--- config.mk ---
export PLATFORM = sky130hd
export DESIGN_NAME = reg_file
export DESIGN_NICKNAME = d
export VERILOG_FILES = /design/src/hdl/riscv_pkg.sv /design/src/hdl/reg_file.sv
export SDC_FILE = /design/constraint.sdc
export NUM_CORES = 1
export LEC_CHECK = 0
export BUFFER_PORTS_ARGS = -buffer_cell sky130_fd_sc_hd__buf_4
export CORE_MARGIN = 1.5
export CORE_UTILIZATION = 55
export DETAILED_ROUTE_END_ITERATION = 10
export PLACE_DENSITY = 0.71
export SETUP_SLACK_MARGIN = 0.3
export SYNTH_ARGS = -nofsm -noshare
export SYNTH_HDL_FRONTEND = slang
export SYNTH_SLANG_ARGS = --single-unit
export TNS_END_PERCENT = 30
--- constraint.sdc ---
create_clock -name clk -period 3.7 [get_ports clk]
set_input_delay 0.185 -clock clk [delete_from_list [all_inputs] [get_ports clk]]
set_output_delay 0.185 -clock clk [all_outputs]
set_load 0.02 [all_outputs]
--- src/hdl/riscv_pkg.sv ---
package riscv_pkg;

    localparam int XLEN = 32;

    localparam logic [XLEN-1:0] NOP_INST = 32'h0000_0013;  // addi x0, x0, 0

    // Major opcodes of the supported RV32I subset
    typedef enum logic [6:0] {
        OPC_LUI    = 7'b0110111,
        OPC_AUIPC  = 7'b0010111,
        OPC_JAL    = 7'b1101111,
        OPC_JALR   = 7'b1100111,
        OPC_BRANCH = 7'b1100011,
        OPC_LOAD   = 7'b0000011,
        OPC_STORE  = 7'b0100011,
        OPC_IMM    = 7'b0010011,
        OPC_OP     = 7'b0110011
    } opcode_t;

    typedef enum logic [3:0] {
        ALU_ADD,
        ALU_SUB,
        ALU_SLL,
        ALU_SLT,
        ALU_SLTU,
        ALU_XOR,
        ALU_SRL,
        ALU_SRA,
        ALU_OR,
        ALU_AND,
        ALU_PASS_B             // LUI result
    } alu_op_t;

    typedef enum logic [1:0] {
        WB_ALU = 2'd0,
        WB_MEM = 2'd1,
        WB_PC4 = 2'd2
    } wb_sel_t;

    // funct3 of OP and OP-IMM
    localparam logic [2:0] F3_ADD  = 3'b000;
    localparam logic [2:0] F3_SLL  = 3'b001;
    localparam logic [2:0] F3_SLT  = 3'b010;
    localparam logic [2:0] F3_SLTU = 3'b011;
    localparam logic [2:0] F3_XOR  = 3'b100;
    localparam logic [2:0] F3_SR   = 3'b101;  // SRL or SRA by bit 30
    localparam logic [2:0] F3_OR   = 3'b110;
    localparam logic [2:0] F3_AND  = 3'b111;

    // funct3 of BRANCH
    localparam logic [2:0] F3_BEQ  = 3'b000;
    localparam logic [2:0] F3_BNE  = 3'b001;
    localparam logic [2:0] F3_BLT  = 3'b100;
    localparam logic [2:0] F3_BGE  = 3'b101;
    localparam logic [2:0] F3_BLTU = 3'b110;
    localparam logic [2:0] F3_BGEU = 3'b111;

endpackage

--- src/hdl/reg_file.sv ---
`timescale 1ns/10ps

module reg_file (
    input  logic                       clk,
    input  logic                       we,
    input  logic [4:0]                 ra1,
    input  logic [4:0]                 ra2,
    input  logic [4:0]                 wa,
    input  logic [riscv_pkg::XLEN-1:0] wd,
    output logic [riscv_pkg::XLEN-1:0] rd1,
    output logic [riscv_pkg::XLEN-1:0] rd2
);
    logic [riscv_pkg::XLEN-1:0] regs [0:31];  // Entry 0 is never written

    always_ff @(posedge clk) begin
        if (we && wa != 5'd0) begin
            regs[wa] <= wd;
        end
    end

    // Asynchronous reads, x0 hardwired
    assign rd1 = (ra1 == 5'd0) ? '0 : regs[ra1];
    assign rd2 = (ra2 == 5'd0) ? '0 : regs[ra2];

    a_x0_zero_rd1 : assert property (
        @(posedge clk) (we && wa == 5'd0) |=> (ra1 != $past(ra1) || rd1 === $past(rd1))
    );

    a_x0_zero_rd2 : assert property (
        @(posedge clk) (we && wa == 5'd0) |=> (ra2 != $past(ra2) || rd2 === $past(rd2))
    );

endmodule

==> out/qor.csv <==
metric,value,unit
power.total,26000,uW
die_area,88900,sq um
max_slew_margin,0.204,
drc,0,
period_needed,3330,ps
post_cts_buffers,0,
yosys_warnings,0,
grt_overflow,0,
dp_slack,597,ps
cap_viol_max_count,0,
cts_tree,yes,
drive_above_1_share,0.286,
syn2layout_area_growth,13.4,%
viasPerCell,7.41,
drt-initial-drc-count,4403,
crit_path_end_kind,primary output,
hold_path.class,in2reg,
nets,2792,
grt_max_degree,65,
fin_area,54400,sq um
cts_resized,0,
htreeDepth,3,
ys_seq_elements,1024,
grt_pass1_vias,29400,
coreArea,86600,sq um
n_antenna_cell,0,
grt_pass1_wl,210,mm
layout_common_cells,"1024 x edfxtp_1, 320 x mux2i_1, 298 x mux4_2",
clkTransAtPathRegs,60,ps
num_io_pins,113,
grtUsageTotal,0.332,
slew_viol_final,0,
routedWlPerCell,37.1,um
hold_path_depth,4,
routabilityCongestion,0.852,
wl,148,mm
synth.avg_cell_area,18.7,sq um
dp_hpwl,81.4,mm
crit_type,in2out,
cp_max_fo,40,
die_w,298,um
placed_area,50700,sq um
setup_tns,0,ps
power_density,478,nW/um^2
die_h,298,um
p_leak,0.0179,uW
hold_buffers,32,
netlist_area,47900,sq um
reg_top3,regs x1024,
post-route-period-util,0.901,
largest_reg_flops,1024,
yosysUniqueCellTypes,38,
first_pass_iters,5,
hold_viol,0,
ir_worst_vdd,0.000356,V
antenna_found_initial,5,
rsz0062_at_grt,false,
cts_buffer_depth,3,
io_buffer_count,112,
synth_cells,2564,
layout_setup_ws,368,ps
worst_pin_slew,1190,ps
critPathRequiredTime,3510,ps
cts_sinks,1024,
root_buffer,clkbuf_16,
start_util,0.553,
cp-start-kind,input pin,
vias,29500,
worstPathArrival,3150,ps
cts_made_buffers,104,
status,finished clean,
seq_area_frac_synth,0.642,
setup_violations,0,
fmaxAchievable,0.300,GHz
rows,108,
final_common_cell,edfxtp_1,
drtAntennaViolNets,0,
regMostFlops,regs,
==> critical path, cell delays in order <==
cell	delay, ps
buf_6	520
nor2_4	370
buf_4	350
a221oi_1	270
o21ai_0	160
a311oi_1	810
buf_4	260
buf_4	140
==> per-stage QoR <==
stage | cells | hold slack (ps) | utilization
finish | 3977 | 327 | 0.628
global route | 3977 | 348 | 0.628
CTS | 3977 | 303 | 0.628
detailed placement | 3760 | 600 | 0.585
global placement | 3760 | 585 | 0.585
floorplan | 2595 | 284 | -
==> final cells by class <==
| cell class | instances | area [sq um] |
|---|---|---|
| inverters | 2 | 8.76 |
| fillers | 5897 | 32300 |
| flip-flops and latches | 1024 | 30700 |
| clock buffers | 129 | 2740 |
| clock inverters | 56 | 627 |
| repair buffers | 258 | 2370 |
| well taps | 1155 | 1450 |
| multi-input cells | 1353 | 16400 |
==> synth_stat cells <==
library cell / number / area (sq um)
edfxtp_1: 1024 / 30700
mux2i_1: 320 / 3200
mux4_2: 298 / 6710
clkbuf_1: 98 / 368
nand2_1: 83 / 312
a211oi_1: 64 / 480
a22oi_1: 64 / 480
mux2_2: 64 / 721
o221ai_1: 64 / 561
mux4_1: 54 / 1420
buf_2: 51 / 255
buf_4: 51 / 383
o21ai_0: 51 / 255
nor2b_1: 37 / 231
a221oi_1: 36 / 315
nor2_1: 36 / 135
a21oi_1: 32 / 160
a311oi_1: 32 / 280
nand4_1: 32 / 200
a221oi_2: 19 / 285
buf_6: 12 / 135
o2111ai_1: 9 / 78.8
nand3b_1: 6 / 45.0
o21ai_1: 4 / 20.0
buf_1: 3 / 11.3
or3b_2: 3 / 26.3
and2_1: 2 / 12.5
inv_1: 2 / 7.51
nand3_1: 2 / 10.0
or3_1: 2 / 12.5
or3b_1: 2 / 17.5
and3_1: 1 / 6.26
clkbuf_4: 1 / 7.51
conb_1: 1 / 3.75
nand2b_1: 1 / 6.26
nor2_2: 1 / 6.26
or2_2: 1 / 6.26
or4_4: 1 / 11.3
==> worst paths after layout <==
| check | endpoint | slack [ps] | from |
|---|---|---|---|
| worst min-delay path | regs[7][19] | 330 | wa[3] |
| worst max-delay path | rd1[20] | 370 | ra1[0] |
==> routing by layer <==
metal | vias up | wire, um | global-route usage
li1 | 11400 | - | -
met5 | - | 29 | 0
met2 | 2493 | 68000 | 0.503
met4 | 6 | 6530 | 0.140
met3 | 412 | 19700 | 0.0858
met1 | 15200 | 53300 | 0.462
==> kinds of logic after synthesis <==
logic type             Yosys count  share of synthesized area
flip-flops                    1024                      0.642
AO/OA/AOI/OAI                  375                     0.0609
multiplexers                   736                      0.251
other                            1                  0.0000782
AND/OR/NAND/NOR                210                     0.0217
buffers and inverters          218                     0.0244
==> report_power, final <==
part / leakage, uW / total (uW) / switching [uW] / internal [uW]
clock: 0.00164 / 10500 / 4390 / 6130
combinational: 0.00706 / 2440 / 1470 / 973
sequential: 0.00925 / 13000 / 76.5 / 12900
(Power assumes the default switching activity.)
