--- config.mk ---
export PLATFORM = sky130hd
export DESIGN_NAME = control
export DESIGN_NICKNAME = d
export VERILOG_FILES = /design/src/hdl/riscv_pkg.sv /design/src/hdl/control.sv
export SDC_FILE = /design/constraint.sdc
export NUM_CORES = 1
export LEC_CHECK = 0
export ABC_AREA = 1
export BUFFER_PORTS_ARGS = -buffer_cell sky130_fd_sc_hd__buf_2
export CORE_MARGIN = 1
export CORE_UTILIZATION = 40
export DETAILED_ROUTE_END_ITERATION = 8
export PLACE_DENSITY = 0.94
export SETUP_SLACK_MARGIN = 0.1
export SLEW_MARGIN = 20
export SYNTH_ARGS = -nofsm -noshare
export SYNTH_HDL_FRONTEND = slang
export SYNTH_SLANG_ARGS = --single-unit
--- constraint.sdc ---
create_clock -name vclk -period 2.4
set_clock_uncertainty 0.15 [all_clocks]
set_input_delay 0.36 -clock vclk [all_inputs]
set_output_delay 0.36 -clock vclk [all_outputs]
set_load 0.01 [all_outputs]
--- src/hdl/riscv_pkg.sv ---
package riscv_pkg;

    localparam int XLEN = 32;

    localparam logic [XLEN-1:0] NOP_INST = 32'h0000_0013;  // addi x0, x0, 0

    // Major opcodes of the supported RV32I subset
    typedef enum logic [6:0] {
        OPC_LUI    = 7'b0110111,
        OPC_AUIPC  = 7'b0010111,
        OPC_JAL    = 7'b1101111,
        OPC_JALR   = 7'b1100111,
        OPC_BRANCH = 7'b1100011,
        OPC_LOAD   = 7'b0000011,
        OPC_STORE  = 7'b0100011,
        OPC_IMM    = 7'b0010011,
        OPC_OP     = 7'b0110011
    } opcode_t;

    typedef enum logic [3:0] {
        ALU_ADD,
        ALU_SUB,
        ALU_SLL,
        ALU_SLT,
        ALU_SLTU,
        ALU_XOR,
        ALU_SRL,
        ALU_SRA,
        ALU_OR,
        ALU_AND,
        ALU_PASS_B             // LUI result
    } alu_op_t;

    typedef enum logic [1:0] {
        WB_ALU = 2'd0,
        WB_MEM = 2'd1,
        WB_PC4 = 2'd2
    } wb_sel_t;

    // funct3 of OP and OP-IMM
    localparam logic [2:0] F3_ADD  = 3'b000;
    localparam logic [2:0] F3_SLL  = 3'b001;
    localparam logic [2:0] F3_SLT  = 3'b010;
    localparam logic [2:0] F3_SLTU = 3'b011;
    localparam logic [2:0] F3_XOR  = 3'b100;
    localparam logic [2:0] F3_SR   = 3'b101;  // SRL or SRA by bit 30
    localparam logic [2:0] F3_OR   = 3'b110;
    localparam logic [2:0] F3_AND  = 3'b111;

    // funct3 of BRANCH
    localparam logic [2:0] F3_BEQ  = 3'b000;
    localparam logic [2:0] F3_BNE  = 3'b001;
    localparam logic [2:0] F3_BLT  = 3'b100;
    localparam logic [2:0] F3_BGE  = 3'b101;
    localparam logic [2:0] F3_BLTU = 3'b110;
    localparam logic [2:0] F3_BGEU = 3'b111;

endpackage

--- src/hdl/control.sv ---
`timescale 1ns/10ps

module control (
    input  logic [31:0]                decode_inst,
    input  logic [2:0]                 execute_funct3,
    input  logic                       execute_is_branch,
    input  logic                       execute_is_jump,
    input  logic [4:0]                 execute_rs1,
    input  logic [4:0]                 execute_rs2,
    input  logic [riscv_pkg::XLEN-1:0] rs1_val,
    input  logic [riscv_pkg::XLEN-1:0] rs2_val,
    input  logic [4:0]                 wb_rd,
    input  logic                       wb_we,
    output logic [riscv_pkg::XLEN-1:0] imm,
    output riscv_pkg::alu_op_t         alu_op,
    output logic                       alu_a_pc,
    output logic                       alu_b_imm,
    output logic                       mem_we,
    output riscv_pkg::wb_sel_t         wb_sel,
    output logic                       rd_we,
    output logic                       pc_sel,
    output logic [1:0]                 fwd_rs1,   // Bit 0 decode, bit 1 execute
    output logic [1:0]                 fwd_rs2
);
    riscv_pkg::opcode_t opcode;
    riscv_pkg::alu_op_t arith_op;
    logic [2:0]  funct3;
    logic [31:0] imm_i, imm_s, imm_b, imm_u, imm_j;
    logic        taken;
    logic        wb_live;

    assign opcode = riscv_pkg::opcode_t'(decode_inst[6:0]);
    assign funct3 = decode_inst[14:12];

    assign imm_i = {{20{decode_inst[31]}}, decode_inst[31:20]};
    assign imm_s = {{20{decode_inst[31]}}, decode_inst[31:25], decode_inst[11:7]};
    assign imm_b = {{19{decode_inst[31]}}, decode_inst[31], decode_inst[7],
                    decode_inst[30:25], decode_inst[11:8], 1'b0};
    assign imm_u = {decode_inst[31:12], 12'b0};
    assign imm_j = {{11{decode_inst[31]}}, decode_inst[31], decode_inst[19:12],
                    decode_inst[20], decode_inst[30:21], 1'b0};

    always_comb begin
        case (funct3)
            riscv_pkg::F3_ADD:  arith_op = (opcode == riscv_pkg::OPC_OP && decode_inst[30])
                                           ? riscv_pkg::ALU_SUB : riscv_pkg::ALU_ADD;
            riscv_pkg::F3_SLL:  arith_op = riscv_pkg::ALU_SLL;
            riscv_pkg::F3_SLT:  arith_op = riscv_pkg::ALU_SLT;
            riscv_pkg::F3_SLTU: arith_op = riscv_pkg::ALU_SLTU;
            riscv_pkg::F3_XOR:  arith_op = riscv_pkg::ALU_XOR;
            riscv_pkg::F3_SR:   arith_op = decode_inst[30] ? riscv_pkg::ALU_SRA
                                                           : riscv_pkg::ALU_SRL;
            riscv_pkg::F3_OR:   arith_op = riscv_pkg::ALU_OR;
            default:            arith_op = riscv_pkg::ALU_AND;
        endcase
    end

    always_comb begin
        imm       = imm_i;
        alu_op    = riscv_pkg::ALU_ADD;
        alu_a_pc  = 1'b0;
        alu_b_imm = 1'b0;
        mem_we    = 1'b0;
        wb_sel    = riscv_pkg::WB_ALU;
        rd_we     = 1'b0;
        case (opcode)
            riscv_pkg::OPC_LUI: begin
                imm       = imm_u;
                alu_op    = riscv_pkg::ALU_PASS_B;
                alu_b_imm = 1'b1;
                rd_we     = 1'b1;
            end
            riscv_pkg::OPC_AUIPC: begin
                imm       = imm_u;
                alu_a_pc  = 1'b1;
                alu_b_imm = 1'b1;
                rd_we     = 1'b1;
            end
            riscv_pkg::OPC_JAL: begin
                imm       = imm_j;
                alu_a_pc  = 1'b1;  // Target is pc + offset
                alu_b_imm = 1'b1;
                wb_sel    = riscv_pkg::WB_PC4;
                rd_we     = 1'b1;
            end
            riscv_pkg::OPC_JALR: begin
                alu_b_imm = 1'b1;
                wb_sel    = riscv_pkg::WB_PC4;
                rd_we     = 1'b1;
            end
            riscv_pkg::OPC_BRANCH: begin
                imm       = imm_b;
                alu_a_pc  = 1'b1;
                alu_b_imm = 1'b1;
            end
            riscv_pkg::OPC_LOAD: begin
                alu_b_imm = 1'b1;
                wb_sel    = riscv_pkg::WB_MEM;
                rd_we     = 1'b1;
            end
            riscv_pkg::OPC_STORE: begin
                imm       = imm_s;
                alu_b_imm = 1'b1;
                mem_we    = 1'b1;
            end
            riscv_pkg::OPC_IMM: begin
                alu_op    = arith_op;
                alu_b_imm = 1'b1;
                rd_we     = 1'b1;
            end
            riscv_pkg::OPC_OP: begin
                alu_op = arith_op;
                rd_we  = 1'b1;
            end
            default: ;  // Unknown opcodes behave as a bubble
        endcase
    end

    // Branch decision on forwarded execute operands
    always_comb begin
        case (execute_funct3)
            riscv_pkg::F3_BEQ:  taken = rs1_val == rs2_val;
            riscv_pkg::F3_BNE:  taken = rs1_val != rs2_val;
            riscv_pkg::F3_BLT:  taken = $signed(rs1_val) < $signed(rs2_val);
            riscv_pkg::F3_BGE:  taken = $signed(rs1_val) >= $signed(rs2_val);
            riscv_pkg::F3_BLTU: taken = rs1_val < rs2_val;
            riscv_pkg::F3_BGEU: taken = rs1_val >= rs2_val;
            default:            taken = 1'b0;
        endcase
    end

    assign pc_sel = execute_is_jump || (execute_is_branch && taken);

    assign wb_live    = wb_we && (wb_rd != 5'd0);
    assign fwd_rs1[0] = wb_live && (wb_rd == decode_inst[19:15]);
    assign fwd_rs2[0] = wb_live && (wb_rd == decode_inst[24:20]);
    assign fwd_rs1[1] = wb_live && (wb_rd == execute_rs1);
    assign fwd_rs2[1] = wb_live && (wb_rd == execute_rs2);

endmodule

==> results of run 1 <==
[layout make-up]
cell class                 count  area [um2]  area share [%]
inverter                      75         292            9.21
tap                           50        62.6            1.98
multi-input combinational    236        1850            58.4
timing repair buffer         171         963            30.4
[cells by family after synthesis]
kind of cell             count (synthesis)
adder cells (fa/ha/maj)                 32
XOR/XNOR                                21
AO/OA/AOI/OAI                           45
buffers and inverters                   83
AND/OR/NAND/NOR                        138
[power by group through the flow]
stage	registers, uW	clock network, uW	logic [uW]
after CTS	0	0	498
after global placement	0	0	395
after global routing	0	0	616
final	0	0	562
after detailed placement	0	0	412
after floorplan	0	0	227
[cells in the mapped netlist (all sizes together)]
| cell | count |
|---|---|
| clkinv | 1 |
| inv | 74 |
| a211oi | 1 |
| o32ai | 1 |
| a21oi | 14 |
| ha | 32 |
| nand2 | 75 |
| buf | 2 |
| a22o | 1 |
| nand4 | 5 |
| o21ai | 24 |
| o21a | 2 |
| nor3 | 7 |
| nor4 | 4 |
| o211ai | 1 |
| xor2 | 8 |
| nor3b | 1 |
| nor2 | 27 |
| clkbuf | 6 |
| nand3 | 18 |
| or4 | 1 |
| xnor2 | 13 |
| o22ai | 1 |
[per-layer routing]
| metal | global-route usage [%] | routed length (um) |
|---|---|---|
| met5 | 0 | 0 |
| met4 | 14.3 | 323 |
| met3 | 6.74 | 742 |
| met2 | 65.8 | 4360 |
| met1 | 33.8 | 2640 |
[worst max-delay path, stage by stage]
cell and delay (ps):
buf_2 80, inv_1 70, ha_4 300, nand2_1 80
nor2_2 120, nand2_2 90, nor2_4 150, nand2_2 100
nand4_2 70, nand2_1 60, inv_2 50, nand2_2 50
nor2_2 120, nand3_1 80, nand2_1 70, nand2_1 50
buf_2 130
[per-stage QoR]
step	setup TNS, ps	hold slack, ps	util (%)
6_report	-155	857	76.4
2_1_floorplan	0	625	-
3_5_place_dp	-74.6	839	64.6
4_1_cts	0	834	73.6
5_1_grt	-260	862	76.4
3_3_place_gp	0	839	64.6
[cell usage in the layout (no fill, tap or decap), types with 5 or more instances in the layout]
master,instances
a21oi_1,6
buf_4,7
o21ai_0,19
nor2_4,7
nand2_4,6
ha_4,18
nor3_1,6
xnor2_1,13
xor2_1,8
nand2_2,10
inv_1,58
o21ai_1,5
nor2_1,16
buf_2,152
nand3_1,18
nand2_1,59
a21oi_2,7
ha_1,14
inv_2,14
buf_6,8
[timing repair]
| action | in CTS | in global routing |
|---|---|---|
| setup buffers | 1 | 2 |
| hold buffers | 0 | 0 |
| pin swaps | 37 | 20 |
| gates resized for setup | 66 | 25 |
| setup endpoints to repair | 1 | 25 |
| cloned | 0 | 0 |
[how the worst min path moves through the flow]
| stage | from | end | cells after the start |
|---|---|---|---|
| 2_1_floorplan | decode_inst[4] | wb_sel[0] | 1 |
| 6_report | decode_inst[31] | imm[31] | 2 |
| 3_3_place_gp | execute_is_jump | pc_sel | 4 |
| 4_1_cts | execute_is_jump | pc_sel | 4 |
| 5_1_grt | decode_inst[31] | imm[31] | 2 |
| 3_5_place_dp | execute_is_jump | pc_sel | 4 |
==> results.toml, run 1 <==
[yosys]
yosys.area_share.simple_pct = 36.1
synth_top_area_share_pct = 22.3
synth.cell_area_mm2 = 0.00180
synth.distinct_cells = 32
synthesis.nets = 468
synth_area_per_cell_um2 = 5.63
synth_fa_ha_area_share_pct = 22.3
synthXorXnorAreaFrac_pct = 10.2
synth_top_family_by_area = "simple AND/OR/NAND/NOR gates"
synth_seq_area_share_pct = 0
synth.area.mux_share_pct = 0
synthCells = 319
yosys_warnings = 0
synth_top_area_cell = "ha_1"
synth_compound_area_share_pct = 13.8
yosys-top-cells-area = "ha_1, inv_1, nand2_1"

[place]
port_buffers = 164
dp_cells = 529
dpl_worst_slack_ps = -74.6
gp_routability_congestion = 0.910
dp_hpwl_um = 5490
place_area_mm2 = 0.00268

[global_routing]
grt_pass1_wl_um = 11800
gr-total-overflow = 0
grt_start_max_net_pins = 12
antenna_found_initial = 0
grt_util_all_layers_pct = 33.6
grt_pass1_vias = 2632

[sta]
fmax_mhz = 391
fin_ws_ps = -155
drv_slew = 0
fin_crit_ps = 2560
final_hold_viol_count = 0
setup_viol_count_final = 1
fin_crit_sh_pct = 106
max_slew_margin_pct = 77.4
rsz0062_at_grt = "yes"
worst_pin_slew_ps = 337

[finish]
area.growth.synth_to_final_pct = 76.2
drive_above_1_share_pct = 51.0
clockBufferCount = 0
design_area_mm2 = 0.00316
antenna-diode-count = 0
fillers = 273
seq_cells = 0
nNetsFinal = 633
regArea_um2 = 0
layout.cells.non_filler = 532

[routing]
first_pass_iters = 4
post_drt_wl_per_cell_um = 15.2
vias = 2807
dr.first_iter.drc_count = 264
wl_um = 8070
via_per_inst = 5.28
ant_nets = 0
drc_errors = 0

[hold_path]
min_path_type = "in -> out"

[floorplanning]
fp-row-count = 23
dieWidth_um = 69.0
core-area_mm2 = 0.00414
start_util_pct = 43.3
io_pins = 164
fp.dieH_um = 69.0
dieArea_mm2 = 0.00476

[power]
pwr-share-seq_pct = 0
p_int_uw = 268
p_clk_share_pct = 0
power.density_mw_per_mm2 = 177
comb_power_share_pct = 100.0
power_uw = 562
ir_worst_vdd_uv = 93.5
switching_share_pct = 52.3
p_leak_uw = 0.00184
power_switching_uw = 294

[critical_path]
crit_end = "pc_sel"
critPathLaunchType = "primary input"
worstPathArrival_ps = 2050
cp_max_fo = 3
setup.worst_path.class = "in -> out"
startpoint = "rs2_val[27]"
cp_data_required_time_ps = 1890
end_kind = "output port"

[run_status]
violations = "negative setup slack"
status = "finished, violations left"

[job]
drv_cap = 0
No activity file was read; power rests on OpenSTA's default activity.
==> run 2, diff against run 1 <==
Settings changed: PLACE_DENSITY 0.94 to 0.85.
==> run 2 against run 1 <==
- the flow still finishes with violations (negative setup slack)
- flip-flop and latch count stayed put
- non-clock buffer count is 1 higher
- via count down 1.1%
- count of clock-buffer cells in the layout unchanged
- routed wire length is 5.5% lower
- die area is the same
- global-route usage down 5.9 points
- critical path type unchanged
- sequential share of layout area unchanged
- design area rose by 1.2%
- critical endpoint unchanged
- hold slack got worse by 23 ps
- core utilization rose by 0.91 points
- setup slack better by 35 ps
==> results.toml, run 2 (synthesis gave the netlist of run 1 again) <==
[floorplanning]
fp-row-count = 23
core-area_mm2 = 0.00414
start_util_pct = 43.3
fp.dieH_um = 69.0
io_pins = 164
dieWidth_um = 69.0
dieArea_mm2 = 0.00476

[finish]
final_cell_mix = "buf_2, nand2_1, inv_1, ha_4, o21ai_0"
design_area_mm2 = 0.00320
final_util_pct = 77.3
layout.cells.non_filler = 533
antenna-diode-count = 0
drive_above_1_share_pct = 52.6
area.growth.synth_to_final_pct = 78.3
layout_commonest_cell = "buf_2"
fillers = 296
nNetsFinal = 634
clockBufferCount = 0
seq_cells = 0
regArea_um2 = 0

[job]
drv_cap = 0

[critical_path]
worstPathArrival_ps = 2010
end_kind = "output port"
cp_data_required_time_ps = 1890
setup.worst_path.class = "in -> out"
critPathLaunchType = "primary input"
cp_max_fo = 4

[sta]
fmax_mhz = 397
max_slew_margin_pct = 74.2
final_hold_viol_count = 0
worst_pin_slew_ps = 385
fin_crit_ps = 2520
hold-worst-slack_ps = 834
fin_crit_sh_pct = 105
fin_ws_ps = -121
drv_slew = 0
setup_viol_count_final = 1
rsz0062_at_grt = "yes"

[place]
dp_hpwl_um = 5310
port_buffers = 164
dp_cells = 530
dpl_worst_slack_ps = -24.3
place_area_mm2 = 0.00268
gp_routability_congestion = 0.824

[global_routing]
antenna_found_initial = 0
grt_util_all_layers_pct = 27.8
grt_pass1_vias = 2473
gr-total-overflow = 0
grt_pass1_wl_um = 10200
grt_start_max_net_pins = 12

[power]
pwr-share-seq_pct = 0
switching_share_pct = 51.4
p_leak_uw = 0.00183
power_switching_uw = 286
p_int_uw = 270
power.density_mw_per_mm2 = 174
ir_worst_vdd_uv = 82.7
comb_power_share_pct = 100.0
p_clk_share_pct = 0

[run_status]
status = "finished, violations left"
violations = "negative setup slack"

[routing]
drc_errors = 0
post_drt_wl_per_cell_um = 14.3
ant_nets = 0
via_per_inst = 5.21
first_pass_iters = 4
dr.first_iter.drc_count = 135
vias = 2775
wl_um = 7620

[hold_path]
min_path_type = "in -> out"
hold_depth = 2

[cts]
holdBufCountCts = 0
run 2: changes by cell type in the layout (fill, tap and decap cells not counted), moves of 3 or more:
| cell | before | now |
|---|---|---|
| inv_1 | 58 | 55 |
| buf_2 | 152 | 148 |
| buf_6 | 8 | 14 |
| nand2_2 | 10 | 13 |
run 2: power groups by stage:
stage               combinational, uW  sequential, uW  clock (uW)
floorplan                         227               0           0
global placement                  398               0           0
detailed placement                411               0           0
CTS                               506               0           0
global route                      610               0           0
finish                            556               0           0
run 2: cell type report:
type,instances,area [um2],area share (%)
Multi-Input combinational cell,236,1860,58.1
Tap cell,50,62.6,1.95
Timing Repair Buffer,172,988,30.9
Inverter,75,292,9.11
run 2: worst max-delay path: stages:
cell,delay (ps)
buf_6,80
inv_2,40
ha_4,280
nand2_4,60
nor2_4,120
nand3_1,110
nand3_1,100
nand2_1,50
nand2_1,90
nand2_2,90
nand2_1,100
nand2_1,70
nand3_1,70
nand2_1,70
nand3_1,90
nand2_1,50
nand2_1,60
buf_6,100
run 2: timing repair:
| item | CTS | global route |
|---|---|---|
| endpoints found under the setup margin | 1 | 16 |
| resized for setup | 73 | 25 |
| setup buffers | 1 | 2 |
| pin swaps | 44 | 23 |
run 2: path summary, 6_finish.rpt:
path / startpoint / end / slack [ps]
worst max-delay path: rs2_val[7] / pc_sel / -120
worst min-delay path: decode_inst[31] / imm[31] / 830
run 2: metrics by stage:
step / TNS, ps / total power, uW
after floorplan: 0 / 227
after global placement: -7.19 / 398
after detailed placement: -24.3 / 411
after CTS: 0 / 506
after global routing: -276 / 610
final: -121 / 556
run 2: layer usage:
layer	global-route usage [%]	vias up	wire length [um]
li1	-	1340	-
met1	27.1	1238	2600
met2	58.1	163	4090
met3	3.45	34	615
met4	8.93	0	317
met5	0	-	0
==> run 3, diff against run 2 <==
--- a/config.mk
+++ b/config.mk
@@ -7,6 +7,5 @@
 export LEC_CHECK = 0
-export ABC_AREA = 1
 export BUFFER_PORTS_ARGS = -buffer_cell sky130_fd_sc_hd__buf_2
 export CORE_MARGIN = 1
-export CORE_UTILIZATION = 40
+export CORE_UTILIZATION = 39
 export DETAILED_ROUTE_END_ITERATION = 8
==> constraint.sdc (replaced) <==
create_clock -name vclk -period 2.4
set_clock_uncertainty 0.15 [all_clocks]
set_input_delay 0.12 -clock vclk [all_inputs]
set_output_delay 0.12 -clock vclk [all_outputs]
set_load 0.01 [all_outputs]
==> run 3 against run 2 <==
- the flow still finishes with violations (negative setup slack)
- global-route usage is 5.1 points lower
- critical path depth down 6
- maximum frequency down 0.35%
- non-clock buffer count rose by 5
- critical path type unchanged
- largest power group unchanged
==> results.toml, run 3 <==
[run_status]
status = "finished, violations left"
violations = "negative setup slack"

[power]
pwr-share-seq_pct = 0
comb_power_share_pct = 100.0
ir_worst_vdd_uv = 87.1
p_int_uw = 277
power_switching_uw = 255
p_clk_share_pct = 0
power.density_mw_per_mm2 = 172
switching_share_pct = 47.9
p_leak_uw = 0.00172

[yosys]
synth_seq_area_share_pct = 0
synth_top_family_by_area = "simple AND/OR/NAND/NOR gates"
yosys-top-cells-area = "ha_1, a21o_1, inv_1"
synth_common_cells = "inv_1, ha_1, a21o_1, a21oi_1, nand2_1"
synth_compound_area_share_pct = 25.9
synth.area.mux_share_pct = 1.26
synth_top_area_share_pct = 23.8
yosys.area_share.simple_pct = 26.5
yosys_warnings = 0
synth.distinct_cells = 41
synth_fa_ha_area_share_pct = 23.8
synth_top_area_cell = "ha_1"
synthXorXnorAreaFrac_pct = 11.4
synthesis.nets = 401
synth.cell_area_mm2 = 0.00168
synth_area_per_cell_um2 = 6.68
synth.most_common_cell = "inv_1"
synthCells = 252

[global_routing]
grt_pass1_wl_um = 8290
grt_start_max_net_pins = 22
antenna_found_initial = 0
grt_util_all_layers_pct = 22.6
gr-total-overflow = 0
grt_pass1_vias = 2085

[place]
place_area_mm2 = 0.00257
port_buffers = 164
gp_routability_congestion = 0.881
dp_hpwl_um = 5090

[sta]
rsz0062_at_grt = "yes"
final_hold_viol_count = 0
fmax_mhz = 395
fin_ws_ps = -130
max_slew_margin_pct = 51.8
worst_pin_slew_ps = 721
fin_crit_sh_pct = 105
setup_viol_count_final = 1
hold-worst-slack_ps = 326
fin_crit_ps = 2530
drv_slew = 0

[finish]
seq_cells = 0
clockBufferCount = 0
nNetsFinal = 569
antenna-diode-count = 0
regArea_um2 = 0
final_cell_mix = "buf_2, inv_1, buf_6, a21o_1, ha_4"
area.growth.synth_to_final_pct = 83.1
layout_commonest_cell = "buf_2"
drive_above_1_share_pct = 53.8
design_area_mm2 = 0.00308

[floorplanning]
start_util_pct = 41.2
io_pins = 164
fp-row-count = 23
fp.dieH_um = 67.7
dieWidth_um = 67.7
core-area_mm2 = 0.00409
dieArea_mm2 = 0.00459

[critical_path]
worst-path-buf-inv = 4
end_kind = "output port"
critPathLaunchType = "primary input"
worstPathArrival_ps = 2260
cp_slowest_cell = "nor4_1"
path_cells = "buf_6 -> inv_2 -> ha_4 -> nand4_1 -> buf_4 -> nor4_1 -> nand3_1 -> xnor2_1 -> o21ai_0 -> nand2_1 -> o41ai_2 -> buf_2"
cp_max_fo = 3
cpPeakStageDelay_ps = 320
crit_family = "simple AND/OR/NAND/NOR gates"
setup.worst_path.class = "in -> out"
cp_data_required_time_ps = 2130

[routing]
topRoutingLayerUsed = "met4"
via_per_inst = 5.33
ant_nets = 0
wl_met2_um = 3950
dr.first_iter.drc_count = 105
wl_met3_um = 592
wl_met1_um = 2640
drc_errors = 0
wl_um = 7370
first_pass_iters = 4
vias = 2493
post_drt_wl_per_cell_um = 15.8

[hold_path]
min_path_type = "in -> out"

[job]
drv_cap = 0

[cts]
holdBufCountCts = 0
-- run 3: final cells by class --
type / count / area [um2]
timing repair buffer: 177 / 1070
tap: 50 / 62.6
fill: 281 / 1000
multi-input combinational: 203 / 1810
inverter: 38 / 148
-- run 3: timing repair --
action	4_1_cts	5_1_grt
pin swaps	5	27
setup endpoints to repair	1	1
buffers inserted	0	6
gates resized for setup	2	72
-- run 3: path summary, 6_finish.rpt --
path,from,to,slack [ps],depth (start not counted)
worst min-delay path,decode_inst[31],imm[31],330,2
worst max-delay path,rs2_val[23],pc_sel,-130,12
-- run 3: power by group through the flow --
stage          Sequential (uW)  Clock (uW)  Combinational [uW]
2_1_floorplan                0           0                 218
3_3_place_gp                 0           0                 396
3_5_place_dp                 0           0                 407
4_1_cts                      0           0                 413
5_1_grt                      0           0                 584
6_report                     0           0                 532
-- run 3: per-stage QoR --
step	power [uW]	utilization, %	setup WS [ps]	setup TNS, ps	cells
global placement	396	63.0	29.4	0	462
detailed placement	407	63.0	4.40	0	462
finish	532	75.4	-130	-130	468
global route	584	75.4	-202	-202	468
floorplan	218	-	215	0	252
CTS	413	63.5	-1.26	-1.26	462
-- run 3: routing by layer --
metal | vias up | GRT usage (%)
met2 | 122 | 47.8
li1 | 1221 | -
met4 | 0 | 1.86
met3 | 16 | 2.53
met1 | 1134 | 23.8
met5 | - | 0
-- run 3: logic make-up (layout without fill, tap and decap cells) --
kind of cell               after synthesis  in the layout
AOI/OAI and AO/OA                       66             66
adders and majority gates               32             32
and+or+nand+nor                         81             81
buffers and inverters                   49            215
xor gates and xnor gates                22             22
muxes                                    2              2
